--- config.mk ---
export PLATFORM = sky130hd
export DESIGN_NAME = load_align
export DESIGN_NICKNAME = d
export VERILOG_FILES = /design/src/otter_mem_pkg.sv /design/src/load_align.sv
export SDC_FILE = /design/constraint.sdc
export NUM_CORES = 1
export LEC_CHECK = 0
export BUFFER_PORTS_ARGS = -buffer_cell sky130_fd_sc_hd__buf_4
export CAP_MARGIN = 25
export CORE_MARGIN = 10
export CORE_UTILIZATION = 30
export CTS_CLUSTER_DIAMETER = 50
export CTS_CLUSTER_SIZE = 24
export DETAILED_ROUTE_END_ITERATION = 12
export MAX_ROUTING_LAYER = met4
export PLACE_DENSITY_LB_ADDON = 0.2
export SETUP_SLACK_MARGIN = 0.2
export SYNTH_ARGS = -nofsm -noshare
export SYNTH_HDL_FRONTEND = slang
export SYNTH_SLANG_ARGS = --single-unit
--- constraint.sdc ---
create_clock -name clk -period 1.79 [get_ports clk]
set_clock_uncertainty 0.1 [all_clocks]
set_input_delay 0 -clock clk [delete_from_list [all_inputs] [get_ports clk]]
set_output_delay 0 -clock clk [all_outputs]
set_load 0.01 [all_outputs]
--- src/otter_mem_pkg.sv ---
package otter_mem_pkg;

    ////////////////////////////////////////////////////////////////////////////
    // Access size
    ////////////////////////////////////////////////////////////////////////////

    // Encoding follows funct3[1:0] of RISC-V loads and stores
    // Code 2'b11 has no name and is rejected by every target
    typedef enum logic [1:0] {
        BYTE = 2'b00,
        HALF = 2'b01,
        WORD = 2'b10
    } size_e;

    ////////////////////////////////////////////////////////////////////////////
    // Core side request and response
    ////////////////////////////////////////////////////////////////////////////

    // Store data sits in the low bits, as it leaves the register file
    typedef struct packed {
        logic [31:0] addr;
        size_e       size;
        logic        lu;
        logic        rd;
        logic        wr;
        logic [31:0] wdata;
    } mem_req_t;

    // Read data already shifted down and extended
    typedef struct packed {
        logic [31:0] rdata;
        logic        error;
    } mem_rsp_t;

    // Raw answer of one target, word as stored
    typedef struct packed {
        logic        hit;
        logic        error;
        logic [31:0] rdata;
    } tgt_rsp_t;

    ////////////////////////////////////////////////////////////////////////////
    // MMIO register map, offsets inside the 256 byte window
    ////////////////////////////////////////////////////////////////////////////

    localparam logic [7:0] MMIO_GPIO_OFS    = 8'h00;
    localparam logic [7:0] MMIO_SCRATCH_OFS = 8'h04;
    localparam logic [7:0] MMIO_COUNT_OFS   = 8'h08;

endpackage
--- src/load_align.sv ---
module load_align (
    input  logic                    clk,
    input  logic                    rst,
    input  otter_mem_pkg::mem_req_t req,
    input  otter_mem_pkg::tgt_rsp_t sram_rsp,
    input  otter_mem_pkg::tgt_rsp_t mmio_rsp,
    output otter_mem_pkg::mem_rsp_t rsp
);

    import otter_mem_pkg::*;

    // Which target owns the word in flight
    localparam logic [1:0] SEL_NONE = 2'd0;
    localparam logic [1:0] SEL_SRAM = 2'd1;
    localparam logic [1:0] SEL_MMIO = 2'd2;

    logic        unmapped;
    logic        err;
    logic [1:0]  sel_q;
    logic [1:0]  ofs_q;
    size_e       size_q;
    logic        lu_q;
    logic [31:0] word;
    logic [31:0] shifted;

    ////////////////////////////////////////////////////////////////////////////
    // Error merge in the same cycle as the strobe
    ////////////////////////////////////////////////////////////////////////////

    assign unmapped = ~sram_rsp.hit & ~mmio_rsp.hit;
    assign err = (req.rd | req.wr) & (unmapped | sram_rsp.error | mmio_rsp.error);

    assign rsp.error = err;

    // A failed read selects no target and so returns zero
    always_ff @(posedge clk) begin
        if (rst) begin
            sel_q <= SEL_NONE;
        end else if (req.rd) begin
            if (err)
                sel_q <= SEL_NONE;
            else if (sram_rsp.hit)
                sel_q <= SEL_SRAM;
            else
                sel_q <= SEL_MMIO;
        end
    end

    // Lane info for the word coming back
    always_ff @(posedge clk) begin
        if (rst) begin
            ofs_q  <= 2'b00;
            size_q <= WORD;
            lu_q   <= 1'b0;
        end else if (req.rd) begin
            ofs_q  <= req.addr[1:0];
            size_q <= req.size;
            lu_q   <= req.lu;
        end
    end

    ////////////////////////////////////////////////////////////////////////////
    // Lane shift and extension
    ////////////////////////////////////////////////////////////////////////////

    always_comb begin
        case (sel_q)
            SEL_SRAM: word = sram_rsp.rdata;
            SEL_MMIO: word = mmio_rsp.rdata;
            default:  word = 32'h0;
        endcase
    end

    assign shifted = word >> {ofs_q, 3'b000};

    always_comb begin
        case (size_q)
            BYTE:    rsp.rdata = {{24{~lu_q & shifted[7]}}, shifted[7:0]};
            HALF:    rsp.rdata = {{16{~lu_q & shifted[15]}}, shifted[15:0]};
            default: rsp.rdata = shifted;
        endcase
    end

endmodule

# Yosys cells after proc, flatten, opt, wreduce, memory -nomap -nowiden
# Index checks and enable logic that the tools add are counted.
[word_totals]
ff_bits = 7
in_bits = 139
[classes]
mux = 4
n_reduce_logical = 1
shift = 1
n_eq_ne = 3
bitwise_logic = 10
[op_table]
columns = ["op", "count"]
rows = [
  ["$pmux W32 S2", 2],
  ["$shr A32 B5 Y32", 1],
  ["$and A1 B1 Y1", 4],
  ["$eq A2 B1 Y1 const B", 2],
  ["$mux W2", 2],
  ["$not A1 Y1", 3],
  ["$or A1 B1 Y1", 3],
  ["$eq A2 B2 Y1 const B", 1],
  ["$logic_not A2 Y1", 1],
]

# Longest topological paths before layout
# Gate-level depths: netlist (run 1).
[logic_depth]
word_depth = 6
mapped_depth = 8
ltp_nobuf = 6

# Worst setup path after synthesis (run 1)
# Ideal clock, no wire load.
[synth_timing]
path_type = "reg-to-output"
from = "register sel_q[0]"
to = "output port rsp[29] (netlist bit)"
path_slack_ns = -0.029
t_arrival_ns = 1.719
path_stages_with_launch = 6
path_cell_list = "dfxtp_1 > inv_1 > ha_1 > or2_1 > clkbuf_1 > o311ai_0"
[synth_lines]
columns = ["element", "line_no", "source"]
rows = [
  ["start: declaration", "load_align.sv:19", "logic [1:0] sel_q;"],
  ["start signal: assignment", "load_align.sv:38", "sel_q <= SEL_NONE;"],
  ["start signal: assignment", "load_align.sv:41", "sel_q <= SEL_NONE;"],
  ["start signal: assignment", "load_align.sv:43", "sel_q <= SEL_SRAM;"],
  ["end: declaration", "load_align.sv:7", "output otter_mem_pkg::mem_rsp_t rsp"],
]

==> results of run 1 <==
-- how the worst max path moves through the flow --
| stage | startpoint | slack, ns | end |
|---|---|---|---|
| final | sel_q[1]$_SDFFE_PP0P_ | -0.24 | rsp[12] |
| after floorplan | sel_q[0]$_SDFFE_PP0P_ | 0.10 | rsp[17] |
| after detailed placement | sel_q[0]$_SDFFE_PP0P_ | -0.007 | rsp[9] |
| after global routing | sel_q[1]$_SDFFE_PP0P_ | -0.32 | rsp[20] |
| after global placement | sel_q[0]$_SDFFE_PP0P_ | -0.009 | rsp[15] |
| after CTS | sel_q[0]$_SDFFE_PP0P_ | -0.21 | rsp[28] |
-- repair_timing --
item | 4_1_cts | 5_1_grt
hold buffers | 9 | 0
pin swaps | 11 | 11
gates resized for setup | 44 | 35
endpoints found under the setup margin | 32 | 32
hold endpoints to repair | 7 | 0
cloned | 1 | 1
buffers inserted | 5 | 7
-- final cells by class --
cell class	instances	area share
Clock buffer	4	0.0147
Inverter	3	0.00450
Multi-Input combinational cell	173	0.472
Sequential cell	7	0.0474
Tap cell	52	0.0213
Timing Repair Buffer	158	0.440
-- cell usage in the layout (no fill, tap or decap), types with 2 or more instances in the layout --
master / instances
a21oi_1: 13
nor3_2: 2
dlygate4sd3_1: 9
o21ai_1: 13
buf_6: 6
nor2_1: 21
buf_12: 5
o211ai_1: 2
o22ai_4: 2
nand2_1: 11
ha_4: 2
a22oi_1: 6
buf_4: 134
nand3_1: 12
nand2b_1: 2
o311ai_1: 3
a211oi_2: 3
dfxtp_1: 5
clkbuf_8: 3
o21ai_0: 8
nor3_1: 2
buf_8: 2
nor2b_1: 2
a221oi_4: 4
a211oi_1: 5
a221oi_2: 7
a22oi_2: 19
a22o_1: 4
nor2_2: 5
a21oi_2: 2
mux2i_1: 6
nor4_1: 2
-- power groups by stage --
stage                     sequential, mW  clock [mW]  combinational (mW)
final                              0.178       0.224               0.448
after global routing               0.179       0.234               0.480
after CTS                          0.177       0.222               0.394
after detailed placement           0.181           0               0.345
after global placement             0.180           0               0.342
after floorplan                    0.173           0               0.153
-- layer usage --
metal	vias to the layer above	share of wire	track usage
li1	1089	-	-
met1	1074	0.42	0.219
met2	127	0.49	0.293
met3	12	0.084	0.0450
met4	0	0.010	0.0279
met5	-	0	-
-- state kept, by name, summed over array words and instances, names as in the netlist --
name	flops
size_q	2
lu_q	1
ofs_q	2
sel_q	2
-- stage by stage --
step | cell area, µm² | setup WS [ns] | TNS, ns | utilization | std cells
final | 3060 | -0.240 | -5.62 | 0.689 | 397
after global routing | 3060 | -0.318 | -8.07 | 0.689 | 397
after CTS | 2820 | -0.215 | -4.70 | 0.634 | 389
after detailed placement | 2430 | -0.00703 | -0.0131 | 0.547 | 370
after global placement | 2430 | -0.00869 | -0.0295 | 0.547 | 370
after floorplan | 1470 | 0.104 | 0 | - | 207
-- cells by family (layout without fill, tap and decap cells) --
logic type | count (synthesis) | in the layout | synth area share
compound gates | 101 | 101 | 0.519
fa+ha+maj | 2 | 2 | 0.0178
buf+inv | 27 | 165 | 0.109
flops | 7 | 7 | 0.0998
mux | 8 | 8 | 0.0570
simple gates | 62 | 62 | 0.198
-- worst reg2reg max path: cells and delay by family (launching register included) --
kind                   cells  cell delay (ns)
AO/OA/AOI/OAI              1             0.13
buffers and inverters      3             0.74
flip-flops                 1             0.36
AND/OR/NAND/NOR            1             0.14
==> run_results.csv, run 1 <==
group,metric,value,unit
worst_setup_path,crit_top_cell,"buf_4",
timing,hold_ws,0.0350,ns
cts,cts_tree,"built",
worst_setup_path,cp_slowest_cell,"dfxtp_2",
run_status,outcome,"finished, violations left",
synth,ys.flop_type,"dfxtp_1",
power,power.leakage,1.30,nW
worst_setup_path,critPathKind,"register to output pin",
run_status,violations,"setup timing",
die,die-height,88.4,µm
detailed_routing,num_vias,2302,
job,cap_violations,0,
die,core-area,0.00444,mm²
detailed_routing,drc,0,
cts,numCtsBuffers,3,
place,portBuffers,109,
synth,ys_async_sr_fraction,0,
die,rows,24,
power,peakVddDrop,0.409,mV
worst_setup_path,path_buf_inv,5,
synth,synth.distinct_cells,37,
grt,grt_start_max_net_pins,25,
synth,synth_edf_count,0,
worst_setup_path,crit_cells,10,
timing,rsz0062_at_grt,"true",
layout,diodes,0,
layout,area_growth,118,%
timing,max_freq,0.493,GHz
detailed_routing,ant_nets,0,
die,ios,172,
min_path,min_path_type,"primary input to register",
worst_setup_path,path_max_fanout,10,
grt,grt_usage,0.179,
layout,multi_input_area,0.00145,mm²
power,comb_power_share,0.527,
detailed_routing,via_per_inst,5.80,
detailed_routing,first_pass_iters,5,
place,dp_hpwl,5510,µm
layout,fill_cells,365,
synth,synth_common_cells,"26 x nor2_1, 25 x a22oi_1, 17 x o21ai_0, 15 x a21oi_1, 12 x nand3_1",
synth,synth_top_area_cell,"a22oi_1",
worst_setup_path,max_stage_delay,0.36,ns
detailed_routing,drt-total-wl,7750,µm
detailed_routing,drt_iter0_drc,112,
synth,syn_avg_cell_area,6.78,µm²
worst_setup_path,r2r-start,"sel_q[1]$_SDFFE_PP0P_",
synth,synth_area_leaders,"a22oi_1 13%, dfxtp_1 10%, nor2_1 7.0%",
grt,grt_pass1_vias,2243,
power,power_density,278,mW/mm²
synth,synth.most_common_cell,"nor2_1",
power,power_switching,0.286,mW
die,die_w,88.4,µm
power,switching_share,0.336,
worst_setup_path,rr_endpoint,"sel_q[1]$_SDFFE_PP0P_",
power,design_power_total,0.851,mW
timing,worst_pin_slew,0.487,ns
worst_setup_path,reg2reg_depth,5,
synth,synth_top_area_share,0.134,
worst_setup_path,critPathRequiredTime,1.69,ns
die,dieArea,0.00782,mm²
synth,ys_seq_area_frac,0.0998,
detailed_routing,wl_per_cell,19.5,µm
timing,setup_viol,32,
synth,syn-cell-area,0.00140,mm²
cts,cts.sinks,7,
grt,antenna_found_initial,0,
timing,finalCritPeriodShare,1.13,
worst_setup_path,r2r_setup_slack,0.25,ns
worst_setup_path,end_kind,"output pin",
worst_setup_path,critPathLaunchType,"register",
min_path,worstHoldEndpoint,"size_q[1]$_SDFFE_PP1P_",
min_path,min_delay_path_depth,2,
power,p_clk_frac,0.264,
cts,htreeDepth,1,
worst_setup_path,worst_ep_arrival_time,1.93,ns
cts,cts_max_path_buffers,2,
grt,grt_pass1_wl,11100,µm
cts,clk_latency,0.23,ns
synth,synth_warnings,0,
synth,synth_fp_nets,348,
worst_setup_path,crit_family,"buffers and inverters",
timing,finalHoldViolations,0,
timing,fin_crit,2.03,ns
cts,cts_root_buf,"clkbuf_8",
power,internal_power,0.565,mW
layout,drive_above_1_share,0.612,
timing,final_max_slew_viol_count,0,
power,seq_power_share,0.209,
worst_setup_path,cp_cell_sequence,"inv_2, ha_4, buf_4, buf_12, a22oi_2, buf_4, nor2_1, a21oi_1, o21ai_1, buf_4",
die,start_util,0.316,
grt,grt_overflow,0,
timing,worst_slack,-0.240,ns
min_path,hp-start,"req[33]",
layout,seq_area,145,µm²
synth,synthCells,207,
cts,cts.clk_slew.worst_paths,0.04,ns
timing,max_slew_margin,0.672,
layout,finalNetCount,487,
synth,ys_ff_latch,7,
place,gp_congestion,0.867,
Power figures use the tool's default switching activity.
==> run 2, diff against run 1 <==
--- a/config.mk
+++ b/config.mk
@@ -12,7 +12,6 @@
 export CTS_CLUSTER_DIAMETER = 50
 export CTS_CLUSTER_SIZE = 24
 export DETAILED_ROUTE_END_ITERATION = 12
-export MAX_ROUTING_LAYER = met4
 export PLACE_DENSITY_LB_ADDON = 0.2
 export SETUP_SLACK_MARGIN = 0.2
 export SYNTH_ARGS = -nofsm -noshare
==> run 2 against run 1 <==
Against the previous run: global-route usage shrank 0.53 points; design area is the same; first-iteration DRC count grew 30%; highest routed layer unchanged; largest power group unchanged; hold slack gained 0.0040 ns; sequential cell count is the same; the flow still finishes with violations (setup timing); sequential share of layout area is the same; core utilization is the same; sequential power is essentially flat; critical path depth shrank 2; final cell count is the same; via count shrank 1.0%.
==> run_results.csv, run 2 (synthesized netlist as in run 1, its figures left out) <==
group,metric,value,unit
run_status,outcome,"finished, violations left",
run_status,violations,"setup timing",
detailed_routing,met3_length,726,µm
cts,clk_latency,0.22,ns
die,die-height,88.4,µm
layout,drive_above_1_share,0.612,
power,comb_power_share,0.528,
detailed_routing,routed.top_layer,"met4",
worst_setup_path,critPathKind,"register to output pin",
worst_setup_path,end_kind,"output pin",
timing,max_freq,0.496,GHz
detailed_routing,via_per_inst,5.74,
detailed_routing,drt_iter0_drc,146,
min_path,min_path_type,"primary input to register",
place,gp_congestion,0.853,
layout,diodes,0,
grt,grt_pass1_vias,2244,
power,seq_power_share,0.209,
power,power.leakage,1.30,nW
grt,grt_usage,0.173,
layout,final_area,0.00306,mm²
detailed_routing,drc,0,
power,power_density,278,mW/mm²
power,switching_share,0.336,
min_path,hp-start,"req[33]",
min_path,worstHoldEndpoint,"size_q[1]$_SDFFE_PP1P_",
cts,cts.sinks,7,
worst_setup_path,critPathLaunchType,"register",
die,rows,24,
layout,final_common_cell,"buf_4",
layout,most-common-layout-cells,"134 x buf_4, 21 x nor2_1, 19 x a22oi_2",
detailed_routing,wl_per_cell,19.5,µm
timing,worst_slack,-0.228,ns
grt,grt_overflow,0,
worst_setup_path,worst_ep_arrival_time,1.92,ns
worst_setup_path,critPathRequiredTime,1.69,ns
layout,fill_cells,365,
die,ios,172,
timing,worst_pin_slew,0.492,ns
power,design_power_total,0.850,mW
power,peakVddDrop,0.408,mV
detailed_routing,wl_met2,3820,µm
power,internal_power,0.565,mW
timing,rsz0062_at_grt,"true",
place,dp_hpwl,5510,µm
detailed_routing,first_pass_iters,4,
power,p_clk_frac,0.263,
cts,cts_root_buf,"clkbuf_8",
cts,htreeDepth,1,
worst_setup_path,r2r_setup_slack,0.26,ns
cts,numCtsBuffers,3,
place,portBuffers,109,
layout,reg_top3,"ofs_q (2), sel_q (2), size_q (2)",
cts,cts.clk_slew.worst_paths,0.04,ns
job,cap_violations,0,
detailed_routing,ant_nets,0,
worst_setup_path,cp_slowest_cell,"dfxtp_4",
die,dieArea,0.00782,mm²
place,place_area,0.00243,mm²
detailed_routing,num_vias,2278,
timing,finalCritPeriodShare,1.13,
worst_setup_path,cp_cell_sequence,"inv_4, ha_4, or2_4, o22ai_4, a22oi_4, buf_12, o311ai_1, buf_4",
cts,cts_max_path_buffers,2,
timing,finalHoldViolations,0,
timing,max_slew_margin,0.669,
die,start_util,0.316,
power,power_switching,0.286,mW
worst_setup_path,r2r-start,"sel_q[1]$_SDFFE_PP0P_",
worst_setup_path,max_stage_delay,0.37,ns
worst_setup_path,reg2reg_depth,5,
timing,setup_viol,32,
worst_setup_path,path_max_fanout,24,
grt,grt_pass1_wl,11100,µm
detailed_routing,wl_met1,3120,µm
detailed_routing,drt-total-wl,7740,µm
die,die_w,88.4,µm
cts,cts_tree,"built",
worst_setup_path,rr_endpoint,"sel_q[1]$_SDFFE_PP0P_",
layout,finalNetCount,487,
timing,fin_crit,2.02,ns
grt,antenna_found_initial,0,
grt,grt_start_max_net_pins,25,
min_path,min_delay_path_depth,2,
timing,final_max_slew_viol_count,0,
die,core-area,0.00444,mm²
layout,area_growth,118,%
## run 2: cell counts in the layout (fill, tap and decap cells not counted)
Identical to the previous run, type by type.
## run 2: worst max-delay path by stage
stage / startpoint / end / slack [ns] / cells after the start
finish: sel_q[0]$_SDFFE_PP0P_ / rsp[28] / -0.23 / 8
global route: sel_q[1]$_SDFFE_PP0P_ / rsp[20] / -0.32 / 8
CTS: sel_q[0]$_SDFFE_PP0P_ / rsp[28] / -0.21 / 8
detailed placement: sel_q[0]$_SDFFE_PP0P_ / rsp[9] / -0.007 / 8
global placement: sel_q[0]$_SDFFE_PP0P_ / rsp[15] / -0.009 / 8
floorplan: sel_q[0]$_SDFFE_PP0P_ / rsp[17] / 0.10 / 8
## run 2: power by group through the flow
stage                     logic (mW)  clock network [mW]  registers, mW
after detailed placement       0.345                   0          0.181
final                          0.449               0.224          0.178
after global routing           0.480               0.232          0.179
after CTS                      0.394               0.222          0.177
after global placement         0.342                   0          0.180
after floorplan                0.153                   0          0.173
## run 2: repair_timing
| action | CTS | global route |
|---|---|---|
| pin swaps | 11 | 11 |
| gates resized for setup | 44 | 35 |
| hold endpoints to repair | 7 | 0 |
| hold buffers | 9 | 0 |
| cloned | 1 | 1 |
| buffers inserted | 5 | 7 |
| endpoints found under the setup margin | 32 | 32 |
## run 2: final cells by class
type / count / area, µm² / area share
multi-input cells: 173 / 1450 / 0.472
clock buffers: 4 / 45.0 / 0.0147
repair buffers: 158 / 1350 / 0.440
flip-flops and latches: 7 / 145 / 0.0474
inverters: 3 / 13.8 / 0.00450
well taps: 52 / 65.1 / 0.0213
## run 2: worst max-delay path: cells and delay by family (launching register included)
| family | cells | cell delay, ns |
|---|---|---|
| buf+inv | 3 | 0.40 |
| fa+ha+maj | 1 | 0.25 |
| simple gates | 1 | 0.27 |
| compound gates | 3 | 0.40 |
| flops | 1 | 0.37 |
## run 2: per-stage QoR
step / setup slack, ns / TNS [ns] / utilization / hold slack, ns / std cells
global route: -0.316 / -8.00 / 0.689 / 0.0330 / 397
CTS: -0.215 / -4.70 / 0.634 / 0.0173 / 389
detailed placement: -0.00703 / -0.0131 / 0.547 / 0.123 / 370
floorplan: 0.104 / 0 / - / -0.0383 / 207
finish: -0.228 / -5.37 / 0.689 / 0.0390 / 397
global placement: -0.00869 / -0.0295 / 0.547 / 0.107 / 370
## run 2: per-layer routing
metal / vias to the layer above / track usage
met1: 1062 / 0.210
met3: 10 / 0.0607
met5: - / 0
li1: 1090 / -
met2: 116 / 0.293
met4: 0 / 0.0279
