### src/otter_mem_pkg.sv
package otter_mem_pkg;

    ////////////////////////////////////////////////////////////////////////////
    // Access size
    ////////////////////////////////////////////////////////////////////////////

    // Encoding follows funct3[1:0] of RISC-V loads and stores
    // Code 2'b11 has no name and is rejected by every target
    typedef enum logic [1:0] {
        BYTE = 2'b00,
        HALF = 2'b01,
        WORD = 2'b10
    } size_e;

    ////////////////////////////////////////////////////////////////////////////
    // Core side request and response
    ////////////////////////////////////////////////////////////////////////////

    // Store data sits in the low bits, as it leaves the register file
    typedef struct packed {
        logic [31:0] addr;
        size_e       size;
        logic        lu;
        logic        rd;
        logic        wr;
        logic [31:0] wdata;
    } mem_req_t;

    // Read data already shifted down and extended
    typedef struct packed {
        logic [31:0] rdata;
        logic        error;
    } mem_rsp_t;

    // Raw answer of one target, word as stored
    typedef struct packed {
        logic        hit;
        logic        error;
        logic [31:0] rdata;
    } tgt_rsp_t;

    ////////////////////////////////////////////////////////////////////////////
    // MMIO register map, offsets inside the 256 byte window
    ////////////////////////////////////////////////////////////////////////////

    localparam logic [7:0] MMIO_GPIO_OFS    = 8'h00;
    localparam logic [7:0] MMIO_SCRATCH_OFS = 8'h04;
    localparam logic [7:0] MMIO_COUNT_OFS   = 8'h08;

endpackage
### src/mmio_regs.sv
module mmio_regs #(
    parameter logic [31:0] MMIO_BASE = 32'h1100_0000
) (
    input  logic                    clk,
    input  logic                    rst,
    input  otter_mem_pkg::mem_req_t req,
    output otter_mem_pkg::tgt_rsp_t tgt,
    output logic [31:0]             gpio
);

    import otter_mem_pkg::*;

    // Upper 24 bits select the 256 byte window
    localparam logic [23:0] BASE_PAGE = MMIO_BASE[31:8];

    logic        hit;
    logic [7:0]  ofs;
    logic        ofs_ok;
    logic        bad;
    logic        good_wr;
    logic        good_rd;
    logic [31:0] gpio_q;
    logic [31:0] scratch_q;
    logic [31:0] count_q;
    logic [31:0] rd_word;
    logic [31:0] rdata_q;

    ////////////////////////////////////////////////////////////////////////////
    // Decode
    ////////////////////////////////////////////////////////////////////////////

    assign hit = (req.addr[31:8] == BASE_PAGE);
    assign ofs = req.addr[7:0];

    // Three registers mapped, everything else in the window is a hole
    assign ofs_ok = (ofs == MMIO_GPIO_OFS)
                 || (ofs == MMIO_SCRATCH_OFS)
                 || (ofs == MMIO_COUNT_OFS);

    // Word access only
    assign bad = (req.size != WORD) || !ofs_ok;

    assign good_wr = hit & req.wr & ~bad;
    assign good_rd = hit & req.rd & ~bad;

    assign tgt.hit   = hit;
    assign tgt.error = hit & bad;

    ////////////////////////////////////////////////////////////////////////////
    // Registers
    ////////////////////////////////////////////////////////////////////////////

    // Read mux, counter value as seen before this edge
    always_comb begin
        case (ofs)
            MMIO_GPIO_OFS:    rd_word = gpio_q;
            MMIO_SCRATCH_OFS: rd_word = scratch_q;
            MMIO_COUNT_OFS:   rd_word = count_q;
            default:          rd_word = 32'h0;
        endcase
    end

    always_ff @(posedge clk) begin
        if (rst) begin
            gpio_q    <= 32'h0;
            scratch_q <= 32'h0;
            count_q   <= 32'h0;
            rdata_q   <= 32'h0;
        end else begin
            // Free running, writes to it are dropped
            count_q <= count_q + 32'd1;
            if (good_wr && ofs == MMIO_GPIO_OFS) begin
                gpio_q <= req.wdata;
            end
            if (good_wr && ofs == MMIO_SCRATCH_OFS) begin
                scratch_q <= req.wdata;
            end
            // Read word held until the next good read
            if (good_rd) begin
                rdata_q <= rd_word;
            end
        end
    end

    assign tgt.rdata = rdata_q;
    assign gpio      = gpio_q;

endmodule

### config.mk
export PLATFORM = sky130hd
export DESIGN_NAME = mmio_regs
export DESIGN_NICKNAME = d
export VERILOG_FILES = /design/src/otter_mem_pkg.sv /design/src/mmio_regs.sv
export SDC_FILE = /design/constraint.sdc
export NUM_CORES = 1
export LEC_CHECK = 0
export BUFFER_PORTS_ARGS = -buffer_cell sky130_fd_sc_hd__buf_2
export CORE_MARGIN = 2
export CORE_UTILIZATION = 41
export CTS_CLUSTER_DIAMETER = 120
export DETAILED_ROUTE_END_ITERATION = 6
export GPL_ROUTABILITY_DRIVEN = 0
export PLACE_DENSITY_LB_ADDON = 0.3
export SYNTH_ARGS = -nofsm -noshare
export SYNTH_HDL_FRONTEND = slang
export SYNTH_SLANG_ARGS = --single-unit
### constraint.sdc
create_clock -name clk -period 3.3 [get_ports clk]
set_clock_uncertainty 0.2 [all_clocks]
set_input_delay 0.495 -clock clk [delete_from_list [all_inputs] [get_ports clk]]
set_output_delay 0.495 -clock clk [all_outputs]
set_load 0.03 [all_outputs]
# After elaboration in Yosys (flattened, before gate mapping)

Index checks and enable logic that the tools add are counted.

Output and inout bits: 66
Bits of input ports: 71
Register bits after elaboration: 128
Word-level logic and storage cells: 23

Add/subtract/negate cells: 1
Eq/ne operators: 4
Bitwise operators: 6
Reduce and logical (&&, ||, !) cells: 7
Mux-type cells: 1

Operator list:

| operator                                                                 | count |
|---|---|
| 32-bit one-hot mux with 3 select lines                                   | 1 |
| 32-bit by 1-bit adder with 32-bit output (second input constant)         | 1 |
| 24-bit by 21-bit equality test with 1-bit output (second input constant) | 1 |
| 8-bit by 3-bit equality test with 1-bit output (second input constant)   | 1 |
| 8-bit by 4-bit equality test with 1-bit output (second input constant)   | 1 |
| 8-bit zero test                                                          | 1 |
| 1-bit bitwise AND                                                        | 5 |
| 1-bit logical OR                                                         | 3 |
| 1-bit logical AND                                                        | 2 |
| 2-bit inequality test (second input constant)                            | 1 |
| 1-bit zero test                                                          | 1 |
| 1-bit inverter                                                           | 1 |

# Depth between registers and ports, before layout

Gate-level depths: netlist of the first run.

Word-level depth: 8
Gate-level depth with buffers: 7
Gate-level depth less buffers: 5

# Worst setup path after synthesis of the first run

OpenSTA, ideal clock, no wires.

Path type: in2out
Start point: input req[57] in the netlist's numbering
End point: output tgt[32] in the netlist's numbering
Stages: 6
Data required time: 2.605 ns
Setup slack: 0.471 ns
Arrival: 2.134 ns
Path through: nor4_1 -> and4_1 -> buf_2 -> buf_1 -> nand2_1 -> a41oi_1

RTL lines:

| element     | RTL line       | text |
|---|---|---|
| from (decl) | mmio_regs.sv:6 | `input otter_mem_pkg::mem_req_t req,` |
| to (decl)   | mmio_regs.sv:7 | `output otter_mem_pkg::tgt_rsp_t tgt,` |

==> results of run 1 <==
[routing by layer]
metal	global-route usage	routed length, µm	share of wire	up-vias
met5	0	0	0	-
met4	0.0850	299	0.016	0
met3	0.0595	1190	0.064	22
met2	0.357	8940	0.48	226
met1	0.306	8180	0.44	2899
li1	-	-	-	2901
[power by group through the flow]
stage          combinational, mW  clock [mW]  sequential, mW
6_report                   0.147        2.20            1.55
3_3_place_gp               0.146           0            1.59
2_1_floorplan             0.0731           0            1.59
3_5_place_dp               0.146           0            1.59
5_1_grt                    0.158        2.29            1.55
4_1_cts                    0.147        2.22            1.55
[cell type report]
class / instances / share of cell area
Clock buffer: 23 / 0.0631
Clock inverter: 9 / 0.0254
Tap cell: 211 / 0.0335
Inverter: 7 / 0.00333
Sequential cell: 128 / 0.325
Timing Repair Buffer: 157 / 0.109
Multi-Input combinational cell: 510 / 0.441
[final timing paths]
check / end / slack [ns]
min reg2reg: scratch_q[28] / 0.26
max: tgt[32] / 0.80
min: scratch_q[25] / 0.15
max reg2reg: count_q[23] / 0.85
[worst max-delay path, cell delays in order]
cell	delay, ns
sky130_fd_sc_hd__buf_2	0.10
sky130_fd_sc_hd__nor4_1	0.36
sky130_fd_sc_hd__and4_2	0.29
sky130_fd_sc_hd__nand2_1	0.09
sky130_fd_sc_hd__a41oi_1	0.22
sky130_fd_sc_hd__buf_2	0.25
[stage by stage]
| step | cells | setup slack, ns | total power, mW | util |
|---|---|---|---|---|
| after floorplan | 728 | 0.471 | 1.66 | - |
| after CTS | 1045 | 0.788 | 3.92 | 0.517 |
| after global routing | 1045 | 0.612 | 4.00 | 0.517 |
| final | 1045 | 0.803 | 3.90 | 0.517 |
| after detailed placement | 1013 | 0.766 | 1.73 | 0.471 |
| after global placement | 1013 | 0.789 | 1.73 | 0.471 |
[cells by family after synthesis]
logic type | count (synthesis)
adders and majority gates | 1
and+or+nand+nor | 246
DFF | 128
muxes | 74
buffers and inverters | 90
AOI/OAI and AO/OA | 177
xor gates and xnor gates | 12
[flip-flops by register name (all words and copies together), names as in the netlist]
register,flops
scratch_q,32
rdata_q,32
gpio,32
count_q,32
[cell usage after synthesis, types with 2 or more instances]
master and n:
sky130_fd_sc_hd__xor2_1 7, sky130_fd_sc_hd__buf_2 16, sky130_fd_sc_hd__nand3_1 15, sky130_fd_sc_hd__o31ai_1 65, sky130_fd_sc_hd__or3_1 6, sky130_fd_sc_hd__buf_1 12
sky130_fd_sc_hd__or4_1 2, sky130_fd_sc_hd__dfxtp_1 128, sky130_fd_sc_hd__nor3_1 9, sky130_fd_sc_hd__and4_1 8, sky130_fd_sc_hd__nand2b_1 32, sky130_fd_sc_hd__a21oi_1 72
sky130_fd_sc_hd__nor2b_1 12, sky130_fd_sc_hd__nor4_1 6, sky130_fd_sc_hd__inv_1 7, sky130_fd_sc_hd__o21ai_0 7, sky130_fd_sc_hd__and3_1 3, sky130_fd_sc_hd__and3b_1 2
sky130_fd_sc_hd__clkbuf_1 51, sky130_fd_sc_hd__buf_6 3, sky130_fd_sc_hd__nor4_4 3, sky130_fd_sc_hd__o2bb2ai_1 32, sky130_fd_sc_hd__nand4_1 72, sky130_fd_sc_hd__nor4b_2 2
sky130_fd_sc_hd__nor2_1 25, sky130_fd_sc_hd__xnor2_1 5, sky130_fd_sc_hd__nand2_1 46, sky130_fd_sc_hd__mux2_2 9, sky130_fd_sc_hd__mux2i_1 64
==> results.ini, run 1 <==
[placement]
port_buffers = 135
dpl-instance-area_um2 = 7190
dpl.hpwl_um = 12200

[setup_path]
crit_required_ns = 2.60
criticalPathCategory = in2out
worstRegToRegCells = 4
r2r-start = count_q[4]
setup.worst_path.start = req[46]
startpoint_type = input port
endpoint_kind = output pin
worst_ep_arrival_time_ns = 1.80
timing.critical_path.fanout_max = 2

[clock_tree]
cts.repair.resized = 0
cts.htree.levels = 4
root_driver = sky130_fd_sc_hd__clkbuf_16
clock_tree.buffer_depth = 2
ctsHoldBuffers = 0
tritoncts_clock_tree = done
tritoncts_num_sinks = 128
number_of_clock_buffers_inserted_by_tritoncts = 17
cts.clk_slew.worst_paths_ns = 0.06
clk_latency_ns = 0.42
postCtsSetupRepairBufs = 0

[global_route]
antenna_found_initial = 0
grt_first_pass_wirelength_um = 30100
grtUsageTotal = 0.229
globalRouteOverflowTotal = 0
grt_pass1_vias = 5797
grt_max_degree = 65

[pwr]
power.density_cell_area_nw_per_um2 = 494
cell_internal_pwr_mw = 3.12
irDropWorstVdd_mv = 0.337
combinationalPowerShare = 0.038
power_switching_share = 0.199
leakagePower_nw = 2.88
netSwitchingPower_mw = 0.774
p_seq_frac = 0.398
share_clk_of_total_power = 0.564

[yosys]
synth-xor-area-share = 0.0164
synth_largest_area_cell = sky130_fd_sc_hd__dfxtp_1
synth_compound_area_frac = 0.183
syn-mean-instance-area_um2 = 8.82
post_synth_instance_area_um2 = 6420
synth_edf_count = 0
post_synthesis_share_of_cell_area_spent_on_full_adders_half_adders_and_majority_gates = 0.00195
synth_unique_cells = 36
synth_cells = 728
fraction_of_registers_with_async_set_reset = 0
synth.top_cells.by_area = sky130_fd_sc_hd__dfxtp_1, sky130_fd_sc_hd__mux2i_1, sky130_fd_sc_hd__o31ai_1
netlist.area_leader.share = 0.399
synth_ff_type = sky130_fd_sc_hd__dfxtp_1
synth-seq-cells = 128
simple_gate_share_of_the_synthesized_area = 0.223
synth_top_family_by_area = simple AND/OR/NAND/NOR gates
sequential_element_share_of_the_synthesized_area = 0.399
ys.warnings.count = 0
synthMuxAreaShare = 0.117
post_synthesis_net_count = 800

[layout]
flow.area_growth_from_synthesis_pct = 22.9
layout.cells.most_common = sky130_fd_sc_hd__buf_2
seq_area_um2 = 2560
post_route_cell_area_um2 = 7890
design.final.nets = 893
top_library_cells_by_usage_in_the_layout_fill_and_taps_aside = sky130_fd_sc_hd__buf_2, sky130_fd_sc_hd__dfxtp_1, sky130_fd_sc_hd__nand4_1, sky130_fd_sc_hd__a21oi_1, sky130_fd_sc_hd__o31ai_1
diodes = 0
number_of_fillers_in_the_final_layout = 1423
layout-drive-gt1-share = 0.248
multiInputGateArea_um2 = 3480

[sta]
finalCritPeriodShare = 0.757
rsz0062_at_grt = no
max_freq_ghz = 0.400
drv_slew = 0
worst_hold_slack_ns = 0.146
setup_viol = 0
hold_viol = 0
setup_tns_final_ns = 0
worst_slew_pin_slew_ns = 0.698
period_needed_ns = 2.50
maxSlewHeadroom = 0.535

[detailed_routing]
routed-via-count = 6048
avgRoutedWirePerCell_um = 17.8
drt.antenna.violating_nets = 0
drcViolationCount = 0
drt-pass1-iter-count = 6
drt_iter0_drc = 526
avgViaCountPerCell = 5.79
drt_wl_total_um = 18600

[run]
maxCapViolCount = 0

[die]
initial_core_util = 0.421
core_area_um2 = 15300
placement_rows = 45
die_area_um2 = 16700
die_w_um = 129
ioPinCount = 137
die-height_um = 129

[min_path]
min-delay-path-class = in2reg
hold_depth = 3
hp-start = req[25]

[outcome]
outcome = finished clean

Note: power is estimated with default switching activity, not from simulation.
==> inputs of run 2 (changes only) <==
==> constraint.sdc (replaced) <==
create_clock -name clk -period 2.1 [get_ports clk]
set_clock_uncertainty 0.2 [all_clocks]
set_input_delay 0.315 -clock clk [delete_from_list [all_inputs] [get_ports clk]]
set_output_delay 0.315 -clock clk [all_outputs]
set_load 0.03 [all_outputs]
==> run 2 against run 1 <==
Against the previous run: via count is 5.2% higher; design area up 7.5%; sequential share of layout area shrank 2.2 points; clock-buffer cell count decreased by 2; non-clock buffer count increased by 70; flip-flop and latch count unchanged; setup slack got worse by 0.73 ns; sequential power is 57% higher; critical path type unchanged; largest power group unchanged.
==> results.ini, run 2 (synthesized netlist as in run 1, its figures left out) <==
[outcome]
outcome = finished clean

[placement]
dpl_worst_slack_ns = -0.105  ; -0.871 ns
dpl.hpwl_um = 12700  ; +3.9%
dp_cells = 1050  ; +3.7%
port_buffers = 135  ; unchanged

[setup_path]
timing.critical_path.fanout_max = 3  ; +1
r2r_setup_slack_ns = 0.15  ; -0.70 ns
endpoint_kind = output pin
worst_ep_arrival_time_ns = 1.52  ; -0.28 ns
worst_path_largest_cell_delay_ns = 0.32  ; -0.04 ns
critical-path-top-delay-family = simple AND/OR/NAND/NOR gates
setup.worst_path.start = req[57]
critical_path_depth_in_cells = 6  ; unchanged
critical_path.slowest_cell = sky130_fd_sc_hd__nor4_2
cp_cell_sequence = buf_2 -> nor4_2 -> and4_4 -> nand2_1 -> a41oi_4 -> buf_4
worstRegToRegCells = 5  ; +1
worstPathBufferInverterCount = 2  ; unchanged
timing.rr.end = count_q[23]
criticalPathCategory = in2out
startpoint_type = input port
crit_required_ns = 1.58  ; -1.02 ns
critical_path.endpoint = tgt[32]
r2r-start = count_q[9]

[die]
ioPinCount = 137  ; unchanged
die_area_um2 = 16700  ; unchanged
placement_rows = 45  ; unchanged
die-height_um = 129  ; unchanged
initial_core_util = 0.421  ; unchanged
core_area_um2 = 15300  ; unchanged
die_w_um = 129  ; unchanged

[sta]
worst_slew_pin_slew_ns = 0.728  ; +0.0303 ns
worst_hold_slack_ns = 0.193  ; +0.0474 ns
drv_slew = 0  ; unchanged
finalCritPeriodShare = 0.967
maxSlewHeadroom = 0.515  ; -0.0202
period_needed_ns = 2.03
setup_viol = 0  ; unchanged
max_freq_ghz = 0.493
fin_ws_ns = 0.0698  ; -0.733 ns
rsz0062_at_grt = no
setup_tns_final_ns = 0  ; unchanged
hold_viol = 0  ; unchanged

[run]
maxCapViolCount = 0  ; unchanged

[pwr]
leakagePower_nw = 3.18  ; +10%
combinationalPowerShare = 0.057  ; +0.019
netSwitchingPower_mw = 1.19  ; +54%
share_clk_of_total_power = 0.496  ; -0.068
power_mw = 5.46  ; +40%
power_switching_share = 0.218  ; +0.0199
cell_internal_pwr_mw = 4.27  ; +37%
irDropWorstVdd_mv = 0.543  ; +61%
p_seq_frac = 0.446  ; +0.048
power.density_cell_area_nw_per_um2 = 645  ; +30%

[detailed_routing]
drt_iter0_drc = 454  ; -14%
drt-pass1-iter-count = 5  ; -1
avgRoutedWirePerCell_um = 17.4  ; -2.2%
drt.antenna.violating_nets = 0  ; unchanged
drt_wl_total_um = 19400  ; +4.1%
routed-via-count = 6364  ; +5.2%
avgViaCountPerCell = 5.72  ; -1.2%
drcViolationCount = 0  ; unchanged

[layout]
layout.cells.most_common = sky130_fd_sc_hd__buf_2
flow.area_growth_from_synthesis_pct = 32.0
layout.cells.non_filler = 1113  ; +6.5%
design.final.nets = 963  ; +7.8%
top_library_cells_by_usage_in_the_layout_fill_and_taps_aside = sky130_fd_sc_hd__buf_2, sky130_fd_sc_hd__dfxtp_1, sky130_fd_sc_hd__nand4_1, sky130_fd_sc_hd__a21oi_1, sky130_fd_sc_hd__o31ai_1
multiInputGateArea_um2 = 3550  ; +2.1%
layout-drive-gt1-share = 0.280  ; +0.0315
number_of_fillers_in_the_final_layout = 1410  ; -0.91%
seq_area_um2 = 2560  ; about the same

[global_route]
grtUsageTotal = 0.238  ; +0.00922
antenna_found_initial = 1  ; +1
grt_pass1_vias = 6319  ; +9.0%
grt_first_pass_wirelength_um = 31600  ; +5.0%
globalRouteOverflowTotal = 0  ; unchanged
grt_max_degree = 78  ; +20%

[clock_tree]
clk_latency_ns = 0.42  ; about the same
cts.clk_slew.worst_paths_ns = 0.06  ; about the same
root_driver = sky130_fd_sc_hd__clkbuf_16
clock_tree.buffer_depth = 2  ; unchanged
number_of_clock_buffers_inserted_by_tritoncts = 17  ; unchanged
tritoncts_clock_tree = done
cts.htree.levels = 4  ; unchanged
tritoncts_num_sinks = 128  ; unchanged

[min_path]
min-delay-path-class = in2reg

==> run 2: cell types whose count changed in the layout (fill, tap and decap cells not counted), sizes merged <==
cell,delta
clkinv,+6
clkinvlp,-2
dlygate4sd3,+32
diode,+1
bufinv,-5
buf,+38
clkbuf,-2
==> run 2: timing repair <==
action | in CTS | in global routing
resized for setup | 1 | 12
hold endpoints to repair | 63 | 0
pin swaps | 0 | 2
hold buffers | 32 | 0
endpoints found under the setup margin | 1 | 9
setup buffers | 0 | 1
==> run 2: worst register-to-register path, stage by stage (launching register included) <==
cell	delay, ns
sky130_fd_sc_hd__dfxtp_1	0.39
sky130_fd_sc_hd__and4_1	0.35
sky130_fd_sc_hd__nand4_1	0.12
sky130_fd_sc_hd__buf_4	0.21
sky130_fd_sc_hd__nor4_1	0.21
sky130_fd_sc_hd__mux2_2	0.37
==> run 2: stage by stage <==
step,cell area (µm²),util
final,8470,0.555
after global routing,8470,0.555
after CTS,8410,0.551
after global placement,7550,0.495
after detailed placement,7550,0.495
after floorplan,6440,-
==> run 2: final cells by class <==
| cell class | instances | area share |
|---|---|---|
| timing repair buffer | 227 | 0.181 |
| clock buffer | 21 | 0.0555 |
| tap | 211 | 0.0312 |
| antenna | 1 | 0.000295 |
| clock inverter | 8 | 0.00768 |
| multi-input combinational | 510 | 0.419 |
| sequential | 128 | 0.303 |
| inverter | 7 | 0.00310 |
==> run 2: layer usage <==
layer | routed length, µm | global-route usage
met5 | 0 | 0
met4 | 323 | 0.0914
met3 | 1070 | 0.0425
met2 | 9620 | 0.403
met1 | 8370 | 0.303
==> run 2: worst min-delay path by stage <==
stage                             start       endpoint  slack (ns)  depth (start not counted)
final                               rst       gpio[16]        0.19                          3
after global routing                rst       gpio[16]        0.21                          3
after CTS                           rst       gpio[16]        0.18                          3
after detailed placement    rdata_q[11]    rdata_q[11]        0.26                          2
after global placement    scratch_q[24]  scratch_q[24]        0.25                          2
after floorplan              count_q[0]     count_q[0]        0.24                          1
==> run 2: power groups by stage <==
stage | clock (mW) | sequential [mW] | combinational [mW]
finish | 2.71 | 2.44 | 0.313
global route | 2.88 | 2.44 | 0.334
CTS | 2.75 | 2.44 | 0.303
detailed placement | 0 | 2.49 | 0.256
global placement | 0 | 2.49 | 0.256
floorplan | 0 | 2.49 | 0.117
